**src/source/rvCtrl_cfg.svh**
```systemverilog
// Instruction width, store byte lanes and instruction field positions
`ifndef RV_CTRL_CFG_SVH
`define RV_CTRL_CFG_SVH

// RV32I base instruction width
`define INSTR_WIDTH 32

// Store byte enable, fixed at a 32-bit data bus
`define BYTE_LANES 4

// Major opcode
`define OPCODE_LSB 0
`define OPCODE_MSB 6

// Minor opcode
`define FUNCT3_LSB 12
`define FUNCT3_MSB 14

// Picks SUB over ADD and SRA over SRL
`define FUNCT7B5_POS 30

`endif
```
**src/source/rvCtrlPkg.sv**
```systemverilog
// Opcode enum, datapath select enums and the packed control word
`include "rvCtrl_cfg.svh"

package rvCtrlPkg;

    // RV32I major opcodes handled by the decoder
    typedef enum logic [6:0] {
        OP_LOAD   = 7'b0000011,
        OP_IMM    = 7'b0010011,
        OP_AUIPC  = 7'b0010111,
        OP_STORE  = 7'b0100011,
        OP_REG    = 7'b0110011,
        OP_LUI    = 7'b0110111,
        OP_BRANCH = 7'b1100011,
        OP_JALR   = 7'b1100111,
        OP_JAL    = 7'b1101111
    } opcodeE;

    // Next PC source
    typedef enum logic [1:0] {
        PC_PLUS4,
        JUMP_REG,
        JUMP_PC,
        BRANCH_COND
    } pcSrcE;

    typedef enum logic [2:0] {
        NO_BRANCH,
        BEQ,
        BNE,
        BLT,
        BGE,
        BLTU,
        BGEU
    } condSrcE;

    // Immediate format
    typedef enum logic [2:0] {
        IMM_NONE,
        IMM_I,
        IMM_SHAMT,
        IMM_S,
        IMM_B,
        IMM_U,
        IMM_J
    } immSrcE;

    typedef enum logic [1:0] {
        UPC_NONE,
        UPC_PLUS4,
        UPC_PLUS_IMM
    } updatedPcSrcE;

    typedef enum logic [1:0] {
        SRC_NONE,
        SRC_RS2,
        SRC_IMM
    } aluSrcBE;

    typedef enum logic [3:0] {
        ALU_NONE,
        ADD,
        SUB,
        AND,
        OR,
        XOR,
        SLL,
        SRL,
        SRA,
        SLT,
        SLTU
    } aluOpE;

    // Value handed to the result mux
    typedef enum logic [1:0] {
        CMP_NONE,
        CMP_ALU,
        CMP_OPB,
        CMP_UPDATED_PC
    } computeSrcE;

    typedef enum logic [1:0] {
        RES_NONE,
        RES_COMPUTE,
        RES_MEMORY
    } resultSrcE;

    // Load data extension
    typedef enum logic [2:0] {
        NO_TRUNC,
        BYTE,
        HALF,
        WORD,
        BYTE_U,
        HALF_U
    } truncSrcE;

    // All zero is the no-op word
    typedef struct packed {
        logic                     regWrite;
        logic                     memEn;
        logic                     memWrite;
        logic [`BYTE_LANES-1:0]   byteEn;
        pcSrcE                    pcSrc;
        condSrcE                  condSrc;
        immSrcE                   immSrc;
        updatedPcSrcE             updatedPcSrc;
        aluSrcBE                  aluSrcB;
        aluOpE                    aluOp;
        computeSrcE               computeSrc;
        resultSrcE                resultSrc;
        truncSrcE                 truncSrc;
    } ctrlWord;

endpackage

```
**src/source/decodeStage.sv**
```systemverilog
// Decode stage top with the control decoder and the registered control word
`include "rvCtrl_cfg.svh"

module decodeStage (
    input  logic                    clk,
    input  logic                    reset,
    input  logic                    instrValid,
    input  logic [`INSTR_WIDTH-1:0] instr,
    output logic                    ctrlValid,
    output rvCtrlPkg::ctrlWord      ctrl
);

    rvCtrlPkg::ctrlWord nextCtrl;

    controlDecoder u_controlDecoder (
        .instr (instr),
        .ctrl  (nextCtrl)
    );

    // Word holds across idle cycles, valid drops
    always_ff @(posedge clk) begin
        if (reset) begin
            ctrlValid <= 1'b0;
            ctrl      <= '0;
        end else begin
            ctrlValid <= instrValid;
            if (instrValid) begin
                ctrl <= nextCtrl;
            end
        end
    end

    // Execute stage must see a quiet no-op word out of reset
    assert property (@(posedge clk) reset |=> (!ctrlValid && ctrl == '0))
        else $error("decode stage not cleared on the cycle after reset");

endmodule

```
**src/source/controlDecoder.sv**
```systemverilog
// Instruction field split and opcode selection among the class control words
`include "rvCtrl_cfg.svh"

module controlDecoder (
    input  logic [`INSTR_WIDTH-1:0] instr,
    output rvCtrlPkg::ctrlWord      ctrl
);

    rvCtrlPkg::opcodeE                      opcode;
    logic [`FUNCT3_MSB-`FUNCT3_LSB:0]       funct3;
    logic                                   funct7b5;

    rvCtrlPkg::ctrlWord regCtrl;
    rvCtrlPkg::ctrlWord immCtrl;
    rvCtrlPkg::ctrlWord loadCtrl;
    rvCtrlPkg::ctrlWord storeCtrl;
    rvCtrlPkg::ctrlWord luiCtrl;
    rvCtrlPkg::ctrlWord auipcCtrl;
    rvCtrlPkg::ctrlWord jalCtrl;
    rvCtrlPkg::ctrlWord jalrCtrl;
    rvCtrlPkg::ctrlWord branchCtrl;

    assign opcode   = rvCtrlPkg::opcodeE'(instr[`OPCODE_MSB:`OPCODE_LSB]);
    assign funct3   = instr[`FUNCT3_MSB:`FUNCT3_LSB];
    assign funct7b5 = instr[`FUNCT7B5_POS];

    aluDecoder u_aluDecoder (
        .funct3   (funct3),
        .funct7b5 (funct7b5),
        .regCtrl  (regCtrl),
        .immCtrl  (immCtrl)
    );

    memDecoder u_memDecoder (
        .funct3    (funct3),
        .loadCtrl  (loadCtrl),
        .storeCtrl (storeCtrl)
    );

    flowDecoder u_flowDecoder (
        .funct3     (funct3),
        .luiCtrl    (luiCtrl),
        .auipcCtrl  (auipcCtrl),
        .jalCtrl    (jalCtrl),
        .jalrCtrl   (jalrCtrl),
        .branchCtrl (branchCtrl)
    );

    // Unknown opcode falls through to the no-op word
    always_comb begin
        case (opcode)
            rvCtrlPkg::OP_REG:    ctrl = regCtrl;
            rvCtrlPkg::OP_IMM:    ctrl = immCtrl;
            rvCtrlPkg::OP_LOAD:   ctrl = loadCtrl;
            rvCtrlPkg::OP_STORE:  ctrl = storeCtrl;
            rvCtrlPkg::OP_LUI:    ctrl = luiCtrl;
            rvCtrlPkg::OP_AUIPC:  ctrl = auipcCtrl;
            rvCtrlPkg::OP_JAL:    ctrl = jalCtrl;
            rvCtrlPkg::OP_JALR:   ctrl = jalrCtrl;
            rvCtrlPkg::OP_BRANCH: ctrl = branchCtrl;
            default:              ctrl = '0;
        endcase
    end

    // A write strobe without the memory enable would be dropped by the LSU
    always_comb begin
        assert final (!ctrl.memWrite || ctrl.memEn)
            else $error("memWrite without memEn for opcode %b", opcode);
    end

endmodule

```
**src/source/flowDecoder.sv**
```systemverilog
// Control words for LUI, AUIPC, JAL, JALR and conditional branches
module flowDecoder (
    input  logic [2:0]         funct3,
    output rvCtrlPkg::ctrlWord luiCtrl,
    output rvCtrlPkg::ctrlWord auipcCtrl,
    output rvCtrlPkg::ctrlWord jalCtrl,
    output rvCtrlPkg::ctrlWord jalrCtrl,
    output rvCtrlPkg::ctrlWord branchCtrl
);

    // Upper immediate, LUI passes operand B straight through
    always_comb begin
        luiCtrl            = '0;
        luiCtrl.regWrite   = 1'b1;
        luiCtrl.pcSrc      = rvCtrlPkg::PC_PLUS4;
        luiCtrl.immSrc     = rvCtrlPkg::IMM_U;
        luiCtrl.aluSrcB    = rvCtrlPkg::SRC_IMM;
        luiCtrl.computeSrc = rvCtrlPkg::CMP_OPB;
        luiCtrl.resultSrc  = rvCtrlPkg::RES_COMPUTE;

        // AUIPC writes PC plus immediate
        auipcCtrl              = '0;
        auipcCtrl.regWrite     = 1'b1;
        auipcCtrl.pcSrc        = rvCtrlPkg::PC_PLUS4;
        auipcCtrl.immSrc       = rvCtrlPkg::IMM_U;
        auipcCtrl.updatedPcSrc = rvCtrlPkg::UPC_PLUS_IMM;
        auipcCtrl.computeSrc   = rvCtrlPkg::CMP_UPDATED_PC;
        auipcCtrl.resultSrc    = rvCtrlPkg::RES_COMPUTE;
    end

    // Jumps link PC+4 into rd
    always_comb begin
        jalCtrl              = '0;
        jalCtrl.regWrite     = 1'b1;
        jalCtrl.pcSrc        = rvCtrlPkg::JUMP_PC;
        jalCtrl.immSrc       = rvCtrlPkg::IMM_J;
        jalCtrl.updatedPcSrc = rvCtrlPkg::UPC_PLUS4;
        jalCtrl.computeSrc   = rvCtrlPkg::CMP_UPDATED_PC;
        jalCtrl.resultSrc    = rvCtrlPkg::RES_COMPUTE;

        // JALR target comes from rs1 plus the I immediate
        jalrCtrl         = jalCtrl;
        jalrCtrl.pcSrc   = rvCtrlPkg::JUMP_REG;
        jalrCtrl.immSrc  = rvCtrlPkg::IMM_I;
        jalrCtrl.aluSrcB = rvCtrlPkg::SRC_IMM;
    end

    // Compare is rs1 minus rs2, target is PC plus the B immediate
    always_comb begin
        branchCtrl              = '0;
        branchCtrl.pcSrc        = rvCtrlPkg::BRANCH_COND;
        branchCtrl.immSrc       = rvCtrlPkg::IMM_B;
        branchCtrl.updatedPcSrc = rvCtrlPkg::UPC_PLUS_IMM;
        branchCtrl.aluSrcB      = rvCtrlPkg::SRC_RS2;
        branchCtrl.aluOp        = rvCtrlPkg::SUB;
        case (funct3)
            3'b000:  branchCtrl.condSrc = rvCtrlPkg::BEQ;
            3'b001:  branchCtrl.condSrc = rvCtrlPkg::BNE;
            3'b100:  branchCtrl.condSrc = rvCtrlPkg::BLT;
            3'b101:  branchCtrl.condSrc = rvCtrlPkg::BGE;
            3'b110:  branchCtrl.condSrc = rvCtrlPkg::BLTU;
            3'b111:  branchCtrl.condSrc = rvCtrlPkg::BGEU;
            // funct3 2 and 3 are not branches
            default: branchCtrl.condSrc = rvCtrlPkg::NO_BRANCH;
        endcase
    end

endmodule

```
**src/source/memDecoder.sv**
```systemverilog
// Control words for load and store instructions
`include "rvCtrl_cfg.svh"

module memDecoder (
    input  logic [2:0]         funct3,
    output rvCtrlPkg::ctrlWord loadCtrl,
    output rvCtrlPkg::ctrlWord storeCtrl
);

    // Address is rs1 plus the I-type immediate
    always_comb begin
        loadCtrl            = '0;
        loadCtrl.regWrite   = 1'b1;
        loadCtrl.memEn      = 1'b1;
        loadCtrl.pcSrc      = rvCtrlPkg::PC_PLUS4;
        loadCtrl.immSrc     = rvCtrlPkg::IMM_I;
        loadCtrl.aluSrcB    = rvCtrlPkg::SRC_IMM;
        loadCtrl.aluOp      = rvCtrlPkg::ADD;
        loadCtrl.computeSrc = rvCtrlPkg::CMP_ALU;
        loadCtrl.resultSrc  = rvCtrlPkg::RES_MEMORY;
        case (funct3)
            3'b000:  loadCtrl.truncSrc = rvCtrlPkg::BYTE;
            3'b001:  loadCtrl.truncSrc = rvCtrlPkg::HALF;
            3'b010:  loadCtrl.truncSrc = rvCtrlPkg::WORD;
            3'b100:  loadCtrl.truncSrc = rvCtrlPkg::BYTE_U;
            3'b101:  loadCtrl.truncSrc = rvCtrlPkg::HALF_U;
            default: loadCtrl.truncSrc = rvCtrlPkg::NO_TRUNC;
        endcase
    end

    // Address is rs1 plus the S-type immediate, no writeback
    always_comb begin
        storeCtrl            = '0;
        storeCtrl.memEn      = 1'b1;
        storeCtrl.memWrite   = 1'b1;
        storeCtrl.pcSrc      = rvCtrlPkg::PC_PLUS4;
        storeCtrl.immSrc     = rvCtrlPkg::IMM_S;
        storeCtrl.aluSrcB    = rvCtrlPkg::SRC_IMM;
        storeCtrl.aluOp      = rvCtrlPkg::ADD;
        storeCtrl.computeSrc = rvCtrlPkg::CMP_ALU;
        case (funct3)
            3'b000:  storeCtrl.byteEn = `BYTE_LANES'(1);
            3'b001:  storeCtrl.byteEn = `BYTE_LANES'(3);
            3'b010:  storeCtrl.byteEn = '1;
            default: storeCtrl.byteEn = '0;
        endcase
    end

    // Lanes must run unbroken from lane 0 or the write data is misaligned
    always_comb begin
        assert final (!storeCtrl.memWrite || storeCtrl.byteEn == '0
                      || (storeCtrl.byteEn & (storeCtrl.byteEn + `BYTE_LANES'(1))) == '0)
            else $error("store byte enable %b not contiguous from lane 0", storeCtrl.byteEn);
    end

endmodule

```
**src/source/aluDecoder.sv**
```systemverilog
// Control words for register-register and register-immediate ALU instructions
module aluDecoder (
    input  logic [2:0]         funct3,
    input  logic               funct7b5,
    output rvCtrlPkg::ctrlWord regCtrl,
    output rvCtrlPkg::ctrlWord immCtrl
);

    // Register form, funct7 bit 5 only legal on add and right shift
    always_comb begin
        regCtrl            = '0;
        regCtrl.regWrite   = 1'b1;
        regCtrl.pcSrc      = rvCtrlPkg::PC_PLUS4;
        regCtrl.aluSrcB    = rvCtrlPkg::SRC_RS2;
        regCtrl.computeSrc = rvCtrlPkg::CMP_ALU;
        regCtrl.resultSrc  = rvCtrlPkg::RES_COMPUTE;
        case ({funct7b5, funct3})
            4'b0_000: regCtrl.aluOp = rvCtrlPkg::ADD;
            4'b1_000: regCtrl.aluOp = rvCtrlPkg::SUB;
            4'b0_001: regCtrl.aluOp = rvCtrlPkg::SLL;
            4'b0_010: regCtrl.aluOp = rvCtrlPkg::SLT;
            4'b0_011: regCtrl.aluOp = rvCtrlPkg::SLTU;
            4'b0_100: regCtrl.aluOp = rvCtrlPkg::XOR;
            4'b0_101: regCtrl.aluOp = rvCtrlPkg::SRL;
            4'b1_101: regCtrl.aluOp = rvCtrlPkg::SRA;
            4'b0_110: regCtrl.aluOp = rvCtrlPkg::OR;
            4'b0_111: regCtrl.aluOp = rvCtrlPkg::AND;
            default:  regCtrl.aluOp = rvCtrlPkg::ALU_NONE;
        endcase
    end

    // Immediate form, no subtract since the immediate can be negative
    always_comb begin
        immCtrl            = '0;
        immCtrl.regWrite   = 1'b1;
        immCtrl.pcSrc      = rvCtrlPkg::PC_PLUS4;
        immCtrl.aluSrcB    = rvCtrlPkg::SRC_IMM;
        immCtrl.immSrc     = rvCtrlPkg::IMM_I;
        immCtrl.computeSrc = rvCtrlPkg::CMP_ALU;
        immCtrl.resultSrc  = rvCtrlPkg::RES_COMPUTE;
        case (funct3)
            3'b000: immCtrl.aluOp = rvCtrlPkg::ADD;
            3'b010: immCtrl.aluOp = rvCtrlPkg::SLT;
            3'b011: immCtrl.aluOp = rvCtrlPkg::SLTU;
            3'b100: immCtrl.aluOp = rvCtrlPkg::XOR;
            3'b110: immCtrl.aluOp = rvCtrlPkg::OR;
            3'b111: immCtrl.aluOp = rvCtrlPkg::AND;
            3'b001: begin
                immCtrl.immSrc = rvCtrlPkg::IMM_SHAMT;
                immCtrl.aluOp  = rvCtrlPkg::SLL;
            end
            default: begin
                // Shift right, arithmetic when bit 30 is set
                immCtrl.immSrc = rvCtrlPkg::IMM_SHAMT;
                immCtrl.aluOp  = funct7b5 ? rvCtrlPkg::SRA : rvCtrlPkg::SRL;
            end
        endcase
    end

    always_comb begin
        assert final (immCtrl.aluOp != rvCtrlPkg::SUB)
            else $error("immediate ALU word decoded as SUB, funct3 %b", funct3);
    end

endmodule

```
**config.mk**
```make
export PLATFORM = sky130hd
export DESIGN_NAME = decodeStage
export DESIGN_NICKNAME = d
export VERILOG_FILES = /design/src/source/rvCtrlPkg.sv /design/src/source/decodeStage.sv /design/src/source/controlDecoder.sv /design/src/source/flowDecoder.sv /design/src/source/memDecoder.sv /design/src/source/aluDecoder.sv
export VERILOG_INCLUDE_DIRS = /design/src /design/src/source
export SDC_FILE = /design/constraint.sdc
export NUM_CORES = 1
export LEC_CHECK = 0
export BUFFER_PORTS_ARGS = -buffer_cell sky130_fd_sc_hd__buf_2
export CAP_MARGIN = 20
export CORE_ASPECT_RATIO = 0.7
export CORE_MARGIN = 1
export CORE_UTILIZATION = 25
export CTS_CLUSTER_SIZE = 40
export DETAILED_ROUTE_END_ITERATION = 8
export PLACE_DENSITY_LB_ADDON = 0.15
export SLEW_MARGIN = 5
export SYNTH_ARGS = -nofsm -noshare
export SYNTH_HDL_FRONTEND = slang
export SYNTH_SLANG_ARGS = --single-unit
```
**constraint.sdc**
```tcl
create_clock -name clk -period 1.3 [get_ports clk]
set_clock_uncertainty 0.2 [all_clocks]
set_input_delay 0.065 -clock clk [delete_from_list [all_inputs] [get_ports clk]]
set_output_delay 0.065 -clock clk [all_outputs]
set_load 0.005 [all_outputs]
```
==> impl_summary.log <==
INFO  metric worst_setup_path_start_kind = primary input
INFO  metric synth_seq_cells = 30
INFO  metric area_growth = 50.9%
INFO  metric cts_root_buf = sky130_fd_sc_hd__clkbuf_8
INFO  metric grt_start_max_net_pins = 23
INFO  metric r2r_end = ctrl[0]
INFO  metric multi_input_comb_area = between 800 and 900 µm²
INFO  metric synth_area_leader_cell = sky130_fd_sc_hd__dfxtp_1
INFO  metric clock_tree.buffer_depth = 2
INFO  metric ant_nets = 0
INFO  metric layout.filler_cells = about 610
INFO  metric synth.distinct_cells = 48
INFO  metric postSynthAreaPerCell = roughly 8.1 µm²
INFO  metric synth_compound_area_share = between 20% and 30%
INFO  metric timing.fmax = about 800 MHz
INFO  metric placement.setup.worst_slack = -0.145 ns
INFO  metric dpl.hpwl = between 3000 and 4000 µm
INFO  metric ff_latch_area = between 600 and 700 µm²
INFO  metric clock_tree.htree_level_count = 2
INFO  metric fp.coreArea = a little under 6000 µm²
INFO  metric grt.total_usage = 15.7%
INFO  metric worst_ep_arrival_time = about 1.2 ns
INFO  metric synth.mux.area_fraction = 0.657%
INFO  metric rr_worst_depth = 2
INFO  metric yosys-top-cells-area = sky130_fd_sc_hd__dfxtp_1 39%, sky130_fd_sc_hd__a21oi_1 6.6%, sky130_fd_sc_hd__nor2_1 6.2%
INFO  metric cp-startpoint = reset
INFO  metric cp-end-kind = register
INFO  metric power.leakage = ~1.1 nW
INFO  metric grt_pass1_vias = ~1500
INFO  metric finish.utilization = 39.7%
INFO  metric die_height = a little under 70 µm
INFO  metric timing.final.crit_share = 96.4%
INFO  metric hold_violations = 0
INFO  metric final-max-slew-violation-count = 0
INFO  metric insertion_delay = ~0.27 ns
INFO  metric overflow = 0
INFO  metric starting_density_of_the_core = between 20% and 30%
INFO  metric clk_transition_reported_paths = 0.06 ns
INFO  metric buffer_ports.inserted = 44
INFO  metric final_cell_count_no_fill = 350
INFO  metric power.density = about 950 nW/µm²
INFO  metric antennaDiodeCount = 0
INFO  metric mappedNetlistNets = approximately 220
INFO  metric relSlewSlack = 74.7%
INFO  metric wirelength = between 4000 and 5000 µm
INFO  metric grt_pass1_wl = around 7500 µm
INFO  metric numPlacedInstances = between 300 and 400
INFO  metric synth_sequential_area_ratio = 39.4%
INFO  metric route.detailed.wl_per_inst = ~14 µm
INFO  metric arithmetic_cell_share_of_the_synthesized_area_counting_full_adders_half_adders_and_majority_gates = 0%
INFO  metric design.portCount = 66
INFO  metric netlist_area = 1520 µm²
INFO  metric crit_path_end = ctrl[7]
INFO  metric cp_data_required_time = between 1 and 1.5 ns
INFO  metric path_class = primary input to register
INFO  metric die_width = around 95 µm
INFO  metric synth_async_sr_flop_share = 0%
INFO  metric synthesized_area_fraction_occupied_by_and_or_nand_nor_cells = roughly a quarter
INFO  metric cts_inserted_buffers = 5
INFO  metric synth.cells.most_frequent = 30 x sky130_fd_sc_hd__dfxtp_1, 25 x sky130_fd_sc_hd__nor2_1, 20 x sky130_fd_sc_hd__a21oi_1
INFO  metric dpl-instance-area = 2140 µm²
INFO  metric timing.reg2reg.setup_slack = 0.44 ns
INFO  metric timing.critical_path.fanout_max = 8
INFO  metric cap_viol_max_count = 0
INFO  metric synth_ff_type = sky130_fd_sc_hd__dfxtp_1
INFO  metric synth_edf_count = 0
INFO  metric syn_inst = around 190
INFO  metric status = completed
INFO  metric peakVddDrop = between 0.5 and 0.6 mV
INFO  metric fin_total_pwr = roughly 0.0022 W
INFO  metric unrepaired_setup_endpoints_after_global_routing = no
INFO  metric yosys.cell_count.top_type = sky130_fd_sc_hd__dfxtp_1
INFO  metric nNetsFinal = 309
INFO  metric r2r_start = ctrl[0]
INFO  metric firstDrtPassIters = 4
INFO  metric cts.sink_count = 30
INFO  metric synth_top_family_by_area = compound AO/OA/AOI/OAI gates
INFO  metric worstHoldPathType = primary input to register
INFO  metric fin_crit = roughly 1.3 ns
INFO  metric gp_congestion = around 0.86
INFO  metric synth_largest_type_area_fraction = between 30% and 40%
INFO  metric final_design_area_no_fill = roughly 2300 µm²
INFO  metric synth.yosys.warnings = 0
INFO  metric cts_tree = yes
INFO  metric setup_slack = roughly 0.047 ns
INFO  metric synth-xor-area-share = 1.15%
INFO  metric design.die.area = 6410 µm²
INFO  metric routed-via-count = between 1500 and 2000
INFO  metric post-route-drc-count = 0
INFO  metric number_of_cell_rows = 23
INFO  metric avgViaCountPerCell = 4.73
INFO  metric antenna_found_initial = 0
INFO  metric detail_route.iter0.violations = about 110
INFO  metric finalSetupViolCount = 0
INFO  metric layout-drive-gt1-share = between 30% and 40%
INFO  metric max_slew.worst_pin.slew = 0.377 ns
## final cells by class
cell class                 instances  area share (%)
multi-input combinational        135            36.0
clock buffer                       8            4.79
timing repair buffer              96            28.0
inverter                           6           0.980
tap                               75            4.08
sequential                        30            26.1
## cells by family after synthesis
| family | Yosys count |
|---|---|
| muxes | 1 |
| and+or+nand+nor | 74 |
| AOI/OAI and AO/OA | 58 |
| xor gates and xnor gates | 2 |
| DFF | 30 |
| buffers and inverters | 23 |
## how the worst min path moves through the flow
| stage | start | to | slack (ns) | cells after the start |
|---|---|---|---|---|
| after floorplan | instrValid | ctrlValid | -0.01 | 2 |
| after global placement | reset | ctrl[7] | 0.22 | 4 |
| after detailed placement | reset | ctrl[7] | 0.21 | 4 |
| after CTS | reset | ctrl[3] | 0.004 | 5 |
| after global routing | instr[6] | ctrl[7] | 0.04 | 3 |
| final | reset | ctrl[3] | 0.02 | 5 |
## layout by cell type (no fill, tap or decap), types with 2 or more instances in the layout
| cell | instances |
|---|---|
| sky130_fd_sc_hd__inv_1 | 6 |
| sky130_fd_sc_hd__a211oi_1 | 4 |
| sky130_fd_sc_hd__nand2_1 | 17 |
| sky130_fd_sc_hd__nor2_1 | 25 |
| sky130_fd_sc_hd__o2111ai_1 | 3 |
| sky130_fd_sc_hd__xnor2_1 | 2 |
| sky130_fd_sc_hd__clkbuf_8 | 8 |
| sky130_fd_sc_hd__o211ai_1 | 2 |
| sky130_fd_sc_hd__buf_2 | 44 |
| sky130_fd_sc_hd__buf_12 | 2 |
| sky130_fd_sc_hd__dfxtp_1 | 30 |
| sky130_fd_sc_hd__and2_1 | 2 |
| sky130_fd_sc_hd__a21oi_1 | 20 |
| sky130_fd_sc_hd__nand3_1 | 6 |
| sky130_fd_sc_hd__dlygate4sd3_1 | 3 |
| sky130_fd_sc_hd__o21ai_0 | 5 |
| sky130_fd_sc_hd__nand2b_1 | 7 |
| sky130_fd_sc_hd__a32oi_1 | 2 |
| sky130_fd_sc_hd__buf_4 | 47 |
| sky130_fd_sc_hd__a22oi_1 | 7 |
| sky130_fd_sc_hd__nor2b_1 | 3 |
| sky130_fd_sc_hd__a32o_1 | 2 |
| sky130_fd_sc_hd__and3_1 | 2 |
| sky130_fd_sc_hd__a21boi_0 | 2 |
## sequential cells by signal (all words and copies together) (netlist names)
name,cells
ctrlValid,1
ctrl,29
## report_power, final
| group | switching [W] | leakage [nW] | internal, W |
|---|---|---|---|
| registers | 0.00000546 | 0.243 | 0.000932 |
| clock network | 0.000343 | 0.0575 | 0.000534 |
| logic | 0.000185 | 0.768 | 0.000173 |
## worst max-delay path, stage by stage
cell and delay (ns):
sky130_fd_sc_hd__buf_2 0.11, sky130_fd_sc_hd__dlygate4sd3_1 0.56, sky130_fd_sc_hd__buf_4 0.18, sky130_fd_sc_hd__o41ai_4 0.32
## metal layers
metal / global-route usage (%) / routed length (µm) / up-vias
li1: - / - / 846
met1: 23.4 / 2530 / 758
met2: 21.8 / 1900 / 51
met3: 4.62 / 344 / 2
met4: 3.41 / 12 / 0
met5: 0 / 0 / -
## per-stage QoR
stage	hold WS, ns	TNS, ns
after floorplan	-0.0115	0
after global placement	0.219	-1.45
after detailed placement	0.207	-1.31
after CTS	0.00444	0
after global routing	0.0434	0
final	0.0180	0
## repair_timing
| item | CTS | global route |
|---|---|---|
| hold buffers | 3 | 0 |
| hold endpoints to repair | 7 | 0 |
| buffers inserted | 0 | 0 |
| gates resized for setup | 0 | 2 |
| endpoints found under the setup margin | 0 | 1 |
Note: power is estimated with default switching activity, not from simulation.
